--- config.mk ---
export PLATFORM = sky130hd
export DESIGN_NAME = fc_mac_top
export DESIGN_NICKNAME = d
export VERILOG_FILES = /design/src/fc_pkg.sv /design/src/cla_adder.sv /design/src/vector_sequencer.sv /design/src/pe_multiplier.sv /design/src/mac_accumulator.sv /design/src/activation_quantizer.sv /design/src/fc_mac_top.sv
export SDC_FILE = /design/constraint.sdc
export NUM_CORES = 1
export LEC_CHECK = 0
export ABC_CLOCK_PERIOD_IN_PS = 11350
export BUFFER_PORTS_ARGS = -buffer_cell sky130_fd_sc_hd__buf_2
export CORE_UTILIZATION = 45
export DETAILED_ROUTE_END_ITERATION = 8
export GPL_ROUTABILITY_DRIVEN = 1
export SLEW_MARGIN = 25
export SYNTH_ARGS = -nofsm -noshare
export SYNTH_HDL_FRONTEND = slang
export SYNTH_SLANG_ARGS = --single-unit
--- constraint.sdc ---
create_clock -name clk -period 11.35 [get_ports clk]
set_input_delay 3.405 -clock clk [delete_from_list [all_inputs] [get_ports clk]]
set_output_delay 3.405 -clock clk [all_outputs]
set_load 0.02 [all_outputs]
--- src/fc_pkg.sv ---
// fc_pkg
// shared widths, constants and stage structs for the int8 dot-product engine.
// every stage hands a valid strobe plus one of these structs to the next.
package fc_pkg;

  ////////////////////////////////////////////////////////////
  // widths and constants
  ////////////////////////////////////////////////////////////
  localparam int OPERAND_W   = 8;    // feature / weight
  localparam int PRODUCT_W   = 16;   // signed 8x8 product
  localparam int ACC_W       = 28;   // partial sum
  localparam int BIAS_W      = 16;
  localparam int LEN_W       = 11;   // vector length 1..1024
  localparam int ACT_W       = 8;
  localparam int QUANT_SHIFT = 6;
  localparam int ACT_MAX     = 127;
  localparam int CLA_GROUP   = 4;    // bits per lookahead group
  localparam int MULT_STAGES = 5;

  typedef enum logic {
    SEQ_IDLE,
    SEQ_RUN
  } seq_state_t;

  ////////////////////////////////////////////////////////////
  // stage payloads
  ////////////////////////////////////////////////////////////
  typedef struct packed {
    logic signed [OPERAND_W-1:0] feat;
    logic signed [OPERAND_W-1:0] weight;
    logic        [BIAS_W-1:0]    bias;
    logic                        first;
    logic                        last;
  } mac_op_t;

  typedef struct packed {
    logic signed [PRODUCT_W-1:0] prod;
    logic        [BIAS_W-1:0]    bias;
    logic                        first;
    logic                        last;
  } product_t;

  typedef struct packed {
    logic [ACC_W-1:0]  sum;
    logic [BIAS_W-1:0] bias;
  } acc_sum_t;

  typedef struct packed {
    logic [ACT_W-1:0] act;   // requantized activation
    logic [ACC_W-1:0] acc;   // sum before bias
  } fc_result_t;

endpackage

--- src/cla_adder.sv ---
// cla_adder
// carry-lookahead adder built from 4-bit groups.
// sub high computes b - a by inverting a and forcing the carry in.
`timescale 1ns/1ps

module cla_adder import fc_pkg::*; #(
  parameter int WIDTH = 16
) (
  input  logic [WIDTH-1:0] a,
  input  logic [WIDTH-1:0] b,
  input  logic             sub,
  output logic [WIDTH-1:0] sum
);

  localparam int NGRP = WIDTH / CLA_GROUP;

  logic [WIDTH-1:0] a_eff;
  logic [WIDTH-1:0] p;
  logic [WIDTH-1:0] g;
  logic [NGRP:0]    gc;    // carry into each group

  assign a_eff = sub ? ~a : a;
  assign p     = a_eff ^ b;
  assign g     = a_eff & b;
  assign gc[0] = sub;      // +1 completes the two's complement

  for (genvar i = 0; i < NGRP; i++) begin : g_grp
    logic [CLA_GROUP-1:0] s_grp;
    logic                 gp;
    logic                 gg;
    logic                 c;

    assign gp = &p[i*CLA_GROUP +: CLA_GROUP];

    always_comb begin
      gg = 1'b0;
      c  = gc[i];
      for (int k = 0; k < CLA_GROUP; k++) begin
        gg       = g[i*CLA_GROUP+k] | (p[i*CLA_GROUP+k] & gg);
        s_grp[k] = p[i*CLA_GROUP+k] ^ c;
        c        = g[i*CLA_GROUP+k] | (p[i*CLA_GROUP+k] & c);
      end
    end

    assign gc[i+1] = gg | (gp & gc[i]);   // group carry lookahead
    assign sum[i*CLA_GROUP +: CLA_GROUP] = s_grp;
  end

  initial begin
    assert (WIDTH % CLA_GROUP == 0)
      else $error("cla_adder width %0d is not a multiple of %0d", WIDTH, CLA_GROUP);
  end

endmodule

--- src/vector_sequencer.sv ---
// vector_sequencer
// opens a vector on start, then registers each element into a mac op
// tagged first/last and carrying the vector's bias
`timescale 1ns/1ps

module vector_sequencer import fc_pkg::*; (
  input  logic                 clk,
  input  logic                 rstn,
  input  logic                 start,
  input  logic [LEN_W-1:0]     vec_len,
  input  logic [BIAS_W-1:0]    bias,
  input  logic                 elem_valid,
  input  logic [OPERAND_W-1:0] feat,
  input  logic [OPERAND_W-1:0] weight,
  output logic                 op_valid,
  output mac_op_t              op
);

  seq_state_t       state;
  logic [LEN_W-1:0] remain;      // elements still expected
  logic [BIAS_W-1:0] bias_q;
  logic             first_pend;  // next element opens the sum
  logic             accept;
  logic             is_last;

  assign accept  = (state == SEQ_RUN) && elem_valid;
  assign is_last = (remain == LEN_W'(1));

  always_ff @(posedge clk) begin
    if (!rstn) begin
      state      <= SEQ_IDLE;
      remain     <= '0;
      first_pend <= 1'b0;
      op_valid   <= 1'b0;
    end else begin
      op_valid <= accept;
      case (state)
        SEQ_IDLE: begin
          if (start) begin
            state      <= SEQ_RUN;
            remain     <= vec_len;
            first_pend <= 1'b1;
          end
        end
        SEQ_RUN: begin
          if (elem_valid) begin
            remain     <= remain - 1'b1;
            first_pend <= 1'b0;
            if (is_last) state <= SEQ_IDLE;
          end
        end
        default: state <= SEQ_IDLE;
      endcase
    end
  end

  // payload path
  always_ff @(posedge clk) begin
    if (state == SEQ_IDLE && start) bias_q <= bias;
    if (accept) begin
      op.feat   <= feat;
      op.weight <= weight;
      op.bias   <= bias_q;
      op.first  <= first_pend;
      op.last   <= is_last;
    end
  end

  a_no_overlap: assert property (@(posedge clk) disable iff (!rstn) !(start && elem_valid))
    else $error("start and elem_valid seen in the same cycle");

endmodule

--- src/pe_multiplier.sv ---
// pe_multiplier
// five-stage signed 8x8 shift-and-add multiplier.
// works on magnitudes, sign is applied in the last stage
`timescale 1ns/1ps

module pe_multiplier import fc_pkg::*; (
  input  logic     clk,
  input  logic     rstn,
  input  logic     op_valid,
  input  mac_op_t  op,
  output logic     prod_valid,
  output product_t prod
);

  // tags that ride alongside the arithmetic
  typedef struct packed {
    logic              sign;
    logic [BIAS_W-1:0] bias;
    logic              first;
    logic              last;
  } side_t;

  logic [MULT_STAGES-2:0] vld;   // stages 1..4
  side_t                  side_q [MULT_STAGES-1];

  logic [OPERAND_W-1:0] a_mag, b_mag;
  logic [OPERAND_W-1:0] pp_q [OPERAND_W];   // partial products
  logic [9:0]           s2_q [4];           // pairs
  logic [11:0]          s3_q [2];           // pairs of pairs
  logic [PRODUCT_W-1:0] mag_q;              // full magnitude
  logic [PRODUCT_W-1:0] signed_prod;

  ////////////////////////////////////////////////////////////
  // stage 1 magnitudes and partial products
  ////////////////////////////////////////////////////////////
  assign a_mag = op.feat[OPERAND_W-1]   ? OPERAND_W'(-op.feat)   : op.feat;
  assign b_mag = op.weight[OPERAND_W-1] ? OPERAND_W'(-op.weight) : op.weight;

  always_ff @(posedge clk) begin
    for (int i = 0; i < OPERAND_W; i++) begin
      pp_q[i] <= b_mag[i] ? a_mag : '0;
    end
    side_q[0].sign  <= op.feat[OPERAND_W-1] ^ op.weight[OPERAND_W-1];
    side_q[0].bias  <= op.bias;
    side_q[0].first <= op.first;
    side_q[0].last  <= op.last;
    for (int s = 1; s < MULT_STAGES-1; s++) begin
      side_q[s] <= side_q[s-1];
    end
  end

  ////////////////////////////////////////////////////////////
  // stages 2..4 adder tree
  ////////////////////////////////////////////////////////////
  always_ff @(posedge clk) begin
    for (int k = 0; k < 4; k++) begin
      s2_q[k] <= 10'(pp_q[2*k]) + {pp_q[2*k+1], 1'b0};
    end
    for (int m = 0; m < 2; m++) begin
      s3_q[m] <= 12'(s2_q[2*m]) + {s2_q[2*m+1], 2'b00};
    end
    mag_q <= PRODUCT_W'(s3_q[0]) + {s3_q[1], 4'b0000};
  end

  // stage 5 sign, 0 - mag when negative
  cla_adder #(.WIDTH(PRODUCT_W)) u_neg (
    .a   (mag_q),
    .b   ('0),
    .sub (side_q[MULT_STAGES-2].sign),
    .sum (signed_prod)
  );

  always_ff @(posedge clk) begin
    prod.prod  <= signed_prod;
    prod.bias  <= side_q[MULT_STAGES-2].bias;
    prod.first <= side_q[MULT_STAGES-2].first;
    prod.last  <= side_q[MULT_STAGES-2].last;
  end

  always_ff @(posedge clk) begin
    if (!rstn) begin
      vld        <= '0;
      prod_valid <= 1'b0;
    end else begin
      vld        <= {vld[MULT_STAGES-3:0], op_valid};
      prod_valid <= vld[MULT_STAGES-2];
    end
  end

  // largest magnitude is 128*128
  a_mag_range: assert property (@(posedge clk) disable iff (!rstn)
    vld[MULT_STAGES-2] |-> mag_q <= PRODUCT_W'(16384))
    else $error("multiplier magnitude out of range: %h", mag_q);

endmodule

--- src/mac_accumulator.sv ---
// mac_accumulator
// running sum of products per vector; first restarts it from zero,
// last hands the finished sum and its bias to the quantizer
`timescale 1ns/1ps

module mac_accumulator import fc_pkg::*; (
  input  logic     clk,
  input  logic     rstn,
  input  logic     prod_valid,
  input  product_t prod,
  output logic     sum_valid,
  output acc_sum_t sum
);

  logic [ACC_W-1:0]  acc_q;
  logic [ACC_W-1:0]  prod_ext;
  logic [ACC_W-1:0]  acc_base;
  logic [ACC_W-1:0]  acc_next;
  logic [BIAS_W-1:0] bias_q;

  ////////////////////////////////////////////////////////////
  // accumulate
  ////////////////////////////////////////////////////////////
  assign prod_ext = {{(ACC_W-PRODUCT_W){prod.prod[PRODUCT_W-1]}}, prod.prod};
  assign acc_base = prod.first ? '0 : acc_q;   // new vector restarts

  cla_adder #(.WIDTH(ACC_W)) u_acc_add (
    .a   (prod_ext),
    .b   (acc_base),
    .sub (1'b0),
    .sum (acc_next)
  );

  always_ff @(posedge clk) begin
    if (prod_valid) begin
      acc_q <= acc_next;
    end
    if (prod_valid && prod.last) begin
      bias_q <= prod.bias;   // bias of the vector just closed
    end
  end

  always_ff @(posedge clk) begin
    if (!rstn) begin
      sum_valid <= 1'b0;
    end else begin
      sum_valid <= prod_valid && prod.last;
    end
  end

  // held until the next product lands, the quantizer samples in time
  assign sum.sum  = acc_q;
  assign sum.bias = bias_q;

endmodule

--- src/activation_quantizer.sv ---
// activation_quantizer
// bias add, relu and saturating requantization to a 7-bit activation:
// negative -> 0, else (x >> 6) clamped at 127
`timescale 1ns/1ps

module activation_quantizer import fc_pkg::*; (
  input  logic       clk,
  input  logic       rstn,
  input  logic       sum_valid,
  input  acc_sum_t   sum,
  output logic       out_valid,
  output fc_result_t out_data
);

  logic [ACC_W-1:0] bias_ext;
  logic [ACC_W-1:0] biased;
  logic [ACC_W-1:0] shifted;
  logic             is_neg;
  logic             is_sat;
  logic [ACT_W-1:0] act;

  assign bias_ext = {{(ACC_W-BIAS_W){sum.bias[BIAS_W-1]}}, sum.bias};

  cla_adder #(.WIDTH(ACC_W)) u_bias_add (
    .a   (bias_ext),
    .b   (sum.sum),
    .sub (1'b0),
    .sum (biased)
  );

  ////////////////////////////////////////////////////////////
  // relu + clamp
  ////////////////////////////////////////////////////////////
  assign is_neg  = biased[ACC_W-1];
  assign shifted = biased >> QUANT_SHIFT;            // only used when positive
  assign is_sat  = shifted > ACC_W'(ACT_MAX);

  always_comb begin
    if (is_neg) act = '0;
    else if (is_sat) act = ACT_W'(ACT_MAX);
    else act = shifted[ACT_W-1:0];
  end

  always_ff @(posedge clk) begin
    if (sum_valid) begin
      out_data.act <= act;
      out_data.acc <= sum.sum;   // pre-bias sum for inspection
    end
  end

  always_ff @(posedge clk) begin
    if (!rstn) begin
      out_valid <= 1'b0;
    end else begin
      out_valid <= sum_valid;
    end
  end

  a_act_range: assert property (@(posedge clk) disable iff (!rstn)
    out_valid |-> out_data.act <= ACT_W'(ACT_MAX))
    else $error("activation above saturation: %h", out_data.act);

endmodule

--- src/fc_mac_top.sv ---
// fc_mac_top
// int8 dot-product engine: sequencer -> multiplier pipeline ->
// accumulator -> activation quantizer, 8 cycles from last element to result
`timescale 1ns/1ps

module fc_mac_top import fc_pkg::*; (
  input  logic                 clk,
  input  logic                 rstn,
  input  logic                 start,
  input  logic [LEN_W-1:0]     vec_len,
  input  logic [BIAS_W-1:0]    bias,
  input  logic                 elem_valid,
  input  logic [OPERAND_W-1:0] feat,
  input  logic [OPERAND_W-1:0] weight,
  output logic                 out_valid,
  output fc_result_t           out_data
);

  logic     op_valid;
  mac_op_t  op;
  logic     prod_valid;
  product_t prod;
  logic     sum_valid;
  acc_sum_t sum;

  // producer
  vector_sequencer u_seq (
    .clk        (clk),
    .rstn       (rstn),
    .start      (start),
    .vec_len    (vec_len),
    .bias       (bias),
    .elem_valid (elem_valid),
    .feat       (feat),
    .weight     (weight),
    .op_valid   (op_valid),
    .op         (op)
  );

  pe_multiplier u_mult (
    .clk        (clk),
    .rstn       (rstn),
    .op_valid   (op_valid),
    .op         (op),
    .prod_valid (prod_valid),
    .prod       (prod)
  );

  // consumer side
  mac_accumulator u_acc (
    .clk        (clk),
    .rstn       (rstn),
    .prod_valid (prod_valid),
    .prod       (prod),
    .sum_valid  (sum_valid),
    .sum        (sum)
  );

  activation_quantizer u_quant (
    .clk       (clk),
    .rstn      (rstn),
    .sum_valid (sum_valid),
    .sum       (sum),
    .out_valid (out_valid),
    .out_data  (out_data)
  );

endmodule

Word level (Yosys, flattened, before mapping) --
Memory sizes are Yosys's and may differ from the RTL's. Index checks and enable logic that the tools add are counted.
Storage, ports and cells: input bits 47, bits in writable memories 204, register bits 201, logic and storage cells 334, output and inout port bits 37, memories kept 4
Memories:
- u_mult.side_q | words 4, width 19, read ports 4, clocked after Yosys merged registers in 0, wr ports 4, RTL line pe_multiplier.sv:24 | side_t side_q [MULT_STAGES-1];
- u_mult.pp_q | words 8, width 8, read ports 8, clocked after Yosys merged registers in 0, wr ports 8, RTL line pe_multiplier.sv:27 | logic [OPERAND_W-1:0] pp_q [OPERAND_W];
- u_mult.s2_q | words 4, width 10, read ports 4, clocked after Yosys merged registers in 0, wr ports 4, RTL line pe_multiplier.sv:28 | logic [9:0] s2_q [4];
- u_mult.s3_q | words 2, width 12, read ports 2, clocked after Yosys merged registers in 0, wr ports 2, RTL line pe_multiplier.sv:29 | logic [11:0] s3_q [2];
Cells by class: magnitude comparators 1, equality and inequality tests 3, bitwise operators 251, muxes and demuxes 23, $add $sub $neg 10, reduce and logical (&&, ||, !) cells 18
Operators by type and width (count):
- $and A1 B1 Y1 | 97
- $or A1 B1 Y1 | 82
- $mux W8 | 10
- $xor A1 B1 Y1 | 66
- $xor A28 B28 Y28 | 2
- $and A27 B27 Y27 | 2
- $reduce_and A4 Y1 | 13
- $add A8 B9 Y10 | 4
- $mux W28 | 1
- $add A10 B12 Y12 | 2
- $gt A22 B7 Y1 const B | 1
- $mux W11 | 2
- $pmux W11 S2 | 1
- $add A12 B16 Y16 | 1
- $mux W16 | 1
- $neg A8 Y8 | 2
- $not A16 Y16 | 1
- $eq A11 B1 Y1 const B | 1
- $sub A11 B1 Y11 const B | 1
- $mux W7 | 1
- $mux W1 | 5
- $ne A2 B2 Y1 const B | 2
- $pmux W1 S2 | 2
- $logic_and A1 B1 Y1 | 3
- 3 further kinds | 3

Depth between registers and ports, before layout --
word-level depth 26, depth in mapped cells 20, depth with buffers taken out 18

By module --
A second synthesis with hierarchy kept.
Second synthesis, totals: cells, all modules 1401, area, all modules 16945.0 um2
By module, submodules not included:
- pe_multiplier | cells an instance 655, area each 7987.7 um2, times used 1, sequential area each 5185.0 um2
- cla_adder (u_acc.u_acc_add ...) | cells an instance 186, area each 1512.7 um2, times used 2, sequential area each 0.0 um2
- vector_sequencer | cells an instance 145, area each 2269.7 um2, times used 1, sequential area each 1781.7 um2
- mac_accumulator | cells an instance 78, area each 1575.3 um2, times used 1, sequential area each 1341.3 um2
- activation_quantizer | cells an instance 56, area each 1244.9 um2, times used 1, sequential area each 1101.1 um2
- cla_adder (u_mult.u_neg) | cells an instance 95, area each 842.1 um2, times used 1, sequential area each 0.0 um2

Least setup slack after synthesis --
OpenSTA, ideal clock, no wires.
path kind input-to-reg, start in elem_valid, end reg u_seq.remain[6], buffers on the path 0, stages on the path 5, data required time 11231 ps, arrival 5247 ps, setup time 119 ps, slack 5984 ps, path through nand2_1 > clkinv_1 > nor2_1 > a21oi_1 > o221a_2
On the way: cells in the longest elaborated chain, start to end 2
Ends and longest elaborated chain:
- start: declaration | RTL line fc_mac_top.sv:12 | input logic elem_valid,
- $ne A2 B2 Y1 (no line)
- $reduce_and A2 Y1 (no line)
- end signal: assignment | RTL line vector_sequencer.sv:41 | remain <= vec_len;
- end signal: assignment | RTL line vector_sequencer.sv:47 | remain <= remain - 1'b1;
- end: declaration | RTL line vector_sequencer.sv:20 | logic [LEN_W-1:0] remain;
Every way passes these cells. A chain may end at the register's enable or synchronous reset.

Worst setup path after layout --
start reg, netlist name u_mult.prod[1], end reg u_acc.acc_q[27] (data pin)
On the way: cells in the longest elaborated chain, start to end 25, elaborated cells on any way between the ends 61, those cells by class 1 x mux; 55 x bitwise; 5 x reduce/logical
Ends and longest elaborated chain:
- $mux W28 * | RTL line mac_accumulator.sv:25 | assign acc_base = prod.first ? '0 : acc_q;
- $xor A28 B28 Y28 / $and A27 B27 Y27 (equally long branches) | RTL line cla_adder.sv:23, cla_adder.sv:24
- $and A1 B1 Y1 | RTL line cla_adder.sv:39 | gg = g[i*CLA_GROUP+k] | (p[i*CLA_GROUP+k] & gg);
- $or A1 B1 Y1 | RTL line cla_adder.sv:39
- $and A1 B1 Y1 | RTL line cla_adder.sv:39
- $or A1 B1 Y1 | RTL line cla_adder.sv:39
- $and A1 B1 Y1
- $or A1 B1 Y1
- [... 10 more ...]
- $and A1 B1 Y1 | RTL line cla_adder.sv:41 | c = g[i*CLA_GROUP+k] | (p[i*CLA_GROUP+k] & c);
- $or A1 B1 Y1 | RTL line cla_adder.sv:41
- $and A1 B1 Y1 | RTL line cla_adder.sv:41
- $or A1 B1 Y1 | RTL line cla_adder.sv:41
- $and A1 B1 Y1 | RTL line cla_adder.sv:41
- $or A1 B1 Y1 | RTL line cla_adder.sv:41
- $xor A1 B1 Y1 * | RTL line cla_adder.sv:40 | s_grp[k] = p[i*CLA_GROUP+k] ^ c;
- named net u_acc.acc_next[27] | RTL line mac_accumulator.sv:18 | logic [ACC_W-1:0] acc_next;
- end signal: assignment | RTL line mac_accumulator.sv:36 | acc_q <= acc_next;
- end: declaration | RTL line mac_accumulator.sv:15 | logic [ACC_W-1:0] acc_q;
Mark *: on every way through the listed nets, which the timed path passes. The rest lies on a longest branch.

==> impl_metrics.prom <==
# TYPE chip_impl_metric gauge
chip_impl_metric{name="cts_buffer_depth",unit=""} 3
chip_impl_metric{name="yosys.cell_types.count",unit=""} 56
chip_impl_metric{name="syn-cell-area",unit="mm^2"} 0.0153
chip_impl_metric{name="final.setup_skew",unit="ns"} 0.0216
chip_impl_metric{name="design.die.area",unit="mm^2"} 0.0346
chip_impl_metric{name="postCtsSetupBuffers",unit=""} 0
chip_impl_info{name="worst_hold_path_type",value="reg -> reg"} 1
chip_impl_info{name="setup.worst_path.start_class",value="register"} 1
chip_impl_metric{name="synthesis.area_per_instance",unit="um^2"} 12.8
chip_impl_metric{name="postSynthCellCount",unit=""} 1193
chip_impl_metric{name="finish.utilization",unit=""} 0.528
chip_impl_info{name="post-synth-top-area-cell",value="dfxtp_1"} 1
chip_impl_metric{name="place_worst_setup_slack",unit="ns"} 5.81
chip_impl_metric{name="synthesis.nets",unit=""} 1396
chip_impl_metric{name="seqPwrFrac",unit=""} 0.487
chip_impl_metric{name="clock.fmax",unit="MHz"} 186
chip_impl_metric{name="detail_route.iter0.violations",unit=""} 292
chip_impl_metric{name="part_of_the_power_in_the_clock_network",unit=""} 0.400
chip_impl_metric{name="post_route_cells_drive_above_1_share",unit=""} 0.120
chip_impl_metric{name="post_cts_hold_buffer_count",unit=""} 0
chip_impl_metric{name="peakVddDrop",unit="mV"} 0.128
chip_impl_info{name="unrepaired_setup_endpoints_after_global_routing",value="false"} 1
chip_impl_metric{name="antenna_found_initial",unit=""} 1
chip_impl_metric{name="placeableCoreArea",unit="mm^2"} 0.0334
chip_impl_info{name="clock_root_buffer",value="clkbuf_16"} 1
chip_impl_metric{name="worstPathMaxFanout",unit=""} 28
chip_impl_metric{name="numClockSinks",unit=""} 405
chip_impl_metric{name="drv.max_cap_violation_count",unit=""} 0
chip_impl_metric{name="ratio_of_routed_vias_to_standard_cells",unit=""} 4.69
chip_impl_metric{name="grt_pass1_wl",unit="um"} 40000
chip_impl_metric{name="grt_overflow",unit=""} 0
chip_impl_metric{name="tightestPinTransition",unit="ns"} 0.992
chip_impl_metric{name="setup_violations",unit=""} 0
chip_impl_metric{name="synth_enable_flop_cells",unit=""} 130
chip_impl_metric{name="clock_latency",unit="ns"} 0.54
chip_impl_metric{name="die_y",unit="um"} 186
chip_impl_metric{name="io-pin-count",unit=""} 84
chip_impl_metric{name="start_util",unit=""} 0.456
chip_impl_metric{name="synthToLayoutAreaGrowth",unit="%"} 15.8
chip_impl_metric{name="power.total",unit="mW"} 3.50
chip_impl_metric{name="synth.yosys.warnings",unit=""} 0
chip_impl_metric{name="power_report.internal_total",unit="mW"} 2.67
chip_impl_metric{name="drt_pass1_iterations",unit=""} 4
chip_impl_metric{name="post-dp-hpwl",unit="um"} 17000
chip_impl_metric{name="die_width",unit="um"} 186
chip_impl_metric{name="totalNegativeSetupSlack",unit="ns"} 0
chip_impl_info{name="run_status",value="completed"} 1
chip_impl_metric{name="post-synth-top-area-fraction",unit=""} 0.361
chip_impl_metric{name="postLayoutSetupSlackWorst",unit="ns"} 5.98
chip_impl_metric{name="sw_ratio",unit=""} 0.235
chip_impl_metric{name="routed_wire_length_per_instance",unit="um"} 13.1
chip_impl_info{name="layout_common_cells",value="dfxtp_1, edfxtp_1, nor2_1"} 1
chip_impl_metric{name="detailroute.via_count",unit=""} 8414
chip_impl_metric{name="seqCellArea",unit="mm^2"} 0.00941
chip_impl_metric{name="synth-seq-cells",unit=""} 405
chip_impl_info{name="setup.worst_path.end_class",value="register"} 1
chip_impl_metric{name="post_layout_min_period",unit="ns"} 5.37
chip_impl_metric{name="finalInstanceArea",unit="mm^2"} 0.0177
chip_impl_metric{name="port-buffer-count",unit=""} 83
chip_impl_metric{name="dpl-instance-area",unit="mm^2"} 0.0162
chip_impl_metric{name="finish.net_count",unit=""} 1515
chip_impl_metric{name="multiInputGateArea",unit="mm^2"} 0.00552
chip_impl_metric{name="p_sw",unit="mW"} 0.821
chip_impl_metric{name="synth_async_sr_flop_share",unit=""} 0
chip_impl_metric{name="num_rows",unit=""} 67
chip_impl_info{name="synthTopCellsByArea",value="dfxtp_1, edfxtp_1, ha_1"} 1
chip_impl_info{name="postSynth.topFlopCell",value="dfxtp_1"} 1
chip_impl_info{name="clock_tree_from_tritoncts",value="built"} 1
chip_impl_metric{name="cts-buffers-inserted",unit=""} 42
chip_impl_metric{name="arrival",unit="ns"} 5.65
chip_impl_metric{name="final.fill_count",unit=""} 2877
chip_impl_metric{name="htreeDepth",unit=""} 2
chip_impl_metric{name="grt_start_max_net_pins",unit=""} 42
chip_impl_metric{name="crit_required",unit="ns"} 11.63
chip_impl_metric{name="timing.final.hold_violations",unit=""} 0
chip_impl_metric{name="groute.usage.overall",unit=""} 0.145
chip_impl_metric{name="power_density",unit="mW/mm^2"} 198
chip_impl_metric{name="power.static_leakage",unit="nW"} 7.41
chip_impl_metric{name="postCtsResizedCells",unit=""} 0
chip_impl_metric{name="timing_max_transition_violations_final",unit=""} 0
chip_impl_metric{name="drtAntennaViolNets",unit=""} 0
chip_impl_metric{name="slew_headroom",unit=""} 0.338
chip_impl_info{name="most_frequent_standard_cell_in_the_layout_excluding_fill_and_tap_cells",value="dfxtp_1"} 1
chip_impl_info{name="timing_worst_setup_path_type",value="reg -> reg"} 1
chip_impl_metric{name="finalCritPeriodShare",unit=""} 0.473
chip_impl_metric{name="post-route-drc-count",unit=""} 0
chip_impl_metric{name="pwr-share-comb",unit=""} 0.113
chip_impl_metric{name="synth_seq_area_share",unit=""} 0.617
chip_impl_metric{name="routability_driven_placement_congestion_ratio",unit=""} 0.839
chip_impl_metric{name="clk_transition_reported_paths",unit="ns"} 0.06
chip_impl_metric{name="grt_pass1_vias",unit=""} 8409
chip_impl_metric{name="route.final.wire_length",unit="um"} 23400
## cell usage after synthesis, types with 4 or more instances
| cell type | number |
|---|---|
| nand4_1 | 7 |
| o21a_1 | 11 |
| nand3_1 | 5 |
| nand2b_1 | 7 |
| or3_1 | 7 |
| dfxtp_1 | 275 |
| and3_1 | 5 |
| xor2_1 | 36 |
| a21boi_0 | 10 |
| fa_1 | 44 |
| nor3_1 | 17 |
| o31ai_1 | 4 |
| clkinv_1 | 4 |
| nor2b_1 | 39 |
| ha_1 | 112 |
| edfxtp_1 | 130 |
| xnor2_1 | 51 |
| o41ai_1 | 4 |
| o21ai_0 | 43 |
| and2_1 | 10 |
| nand2_1 | 54 |
| a21o_1 | 16 |
| inv_1 | 70 |
| nor2_1 | 122 |
| nor4_1 | 4 |
| mux2i_1 | 4 |
| clkbuf_1 | 7 |
| a21oi_1 | 52 |
## registers in the layout, indices dropped and copies added (netlist names), 11 cells and up
signal / flops
u_acc.acc_q: 28
u_acc.bias_q: 16
u_quant.out_data: 36
u_seq.op: 34
u_seq.remain: 11
u_mult.mag_q: 16
u_seq.bias_q: 16
u_mult.s3_q: 24
u_mult.prod: 34
u_mult.pp_q: 64
u_mult.s2_q: 40
u_mult.side_q: 76
## power groups by stage
stage          Combinational, mW  Sequential (mW)  Clock (mW)
6_report                   0.394             1.70        1.40
5_1_grt                    0.460             1.72        1.50
4_1_cts                    0.402             1.71        1.44
3_5_place_dp               0.396             1.74           0
3_3_place_gp               0.389             1.73           0
2_1_floorplan              0.319             1.71           0
## through the flow
step           cells  hold WS (ns)
2_1_floorplan   1193         0.310
3_3_place_gp    1716         0.310
3_5_place_dp    1716         0.312
4_1_cts         1792         0.309
5_1_grt         1793         0.313
6_report        1793         0.310
## worst max-delay path, cell delays in order, from the launching register on
cell       delay, ns
dfxtp_1         0.97
nor2b_1         0.11
ha_1            0.22
inv_1           0.06
fa_1            0.15
inv_1           0.05
fa_1            0.38
fa_1            0.41
a21oi_1         0.13
o21ai_0         0.10
a21oi_1         0.32
o22ai_1         0.17
a2111oi_0       0.41
o21ai_0         0.17
fa_1            0.39
fa_1            0.39
fa_1            0.38
xnor2_1         0.15
xnor2_1         0.14
## layout make-up
| cell class | instances | area share |
|---|---|---|
| antenna | 1 | 0.000142 |
| clock buffer | 53 | 0.0655 |
| clock inverter | 23 | 0.0169 |
| inverter | 74 | 0.0157 |
| multi-input combinational | 704 | 0.313 |
| sequential | 405 | 0.533 |
| tap | 448 | 0.0317 |
| timing repair buffer | 85 | 0.0244 |
## layer usage
layer / track usage / wire, um / vias up / share of wire
li1: - / - / 4337 / -
met1: 0.176 / 10400 / 3902 / 0.45
met2: 0.257 / 11500 / 137 / 0.49
met3: 0.0286 / 937 / 38 / 0.040
met4: 0.0498 / 547 / 0 / 0.023
met5: 0 / 0 / - / 0
## worst paths after layout
check,from,cells after the start,end,slack [ns]
min reg2reg,u_mult.side_q[1][0],0,u_mult.side_q[2][0],0.31
max,u_mult.prod[1],18,u_acc.acc_q[27],5.98
max reg2reg,u_mult.prod[1],18,u_acc.acc_q[27],5.98
min,u_mult.side_q[1][0],0,u_mult.side_q[2][0],0.31
## kinds of logic after synthesis
logic type	count (synthesis)	share of synthesized area
flip-flops	405	0.617
AND/OR/NAND/NOR	290	0.0906
AO/OA/AOI/OAI	165	0.0684
adder cells (fa/ha/maj)	156	0.150
XOR/XNOR	87	0.0500
buffers and inverters	84	0.0209
multiplexers	5	0.00336
other	1	0.000246
No activity file was read; power rests on OpenSTA's default activity.
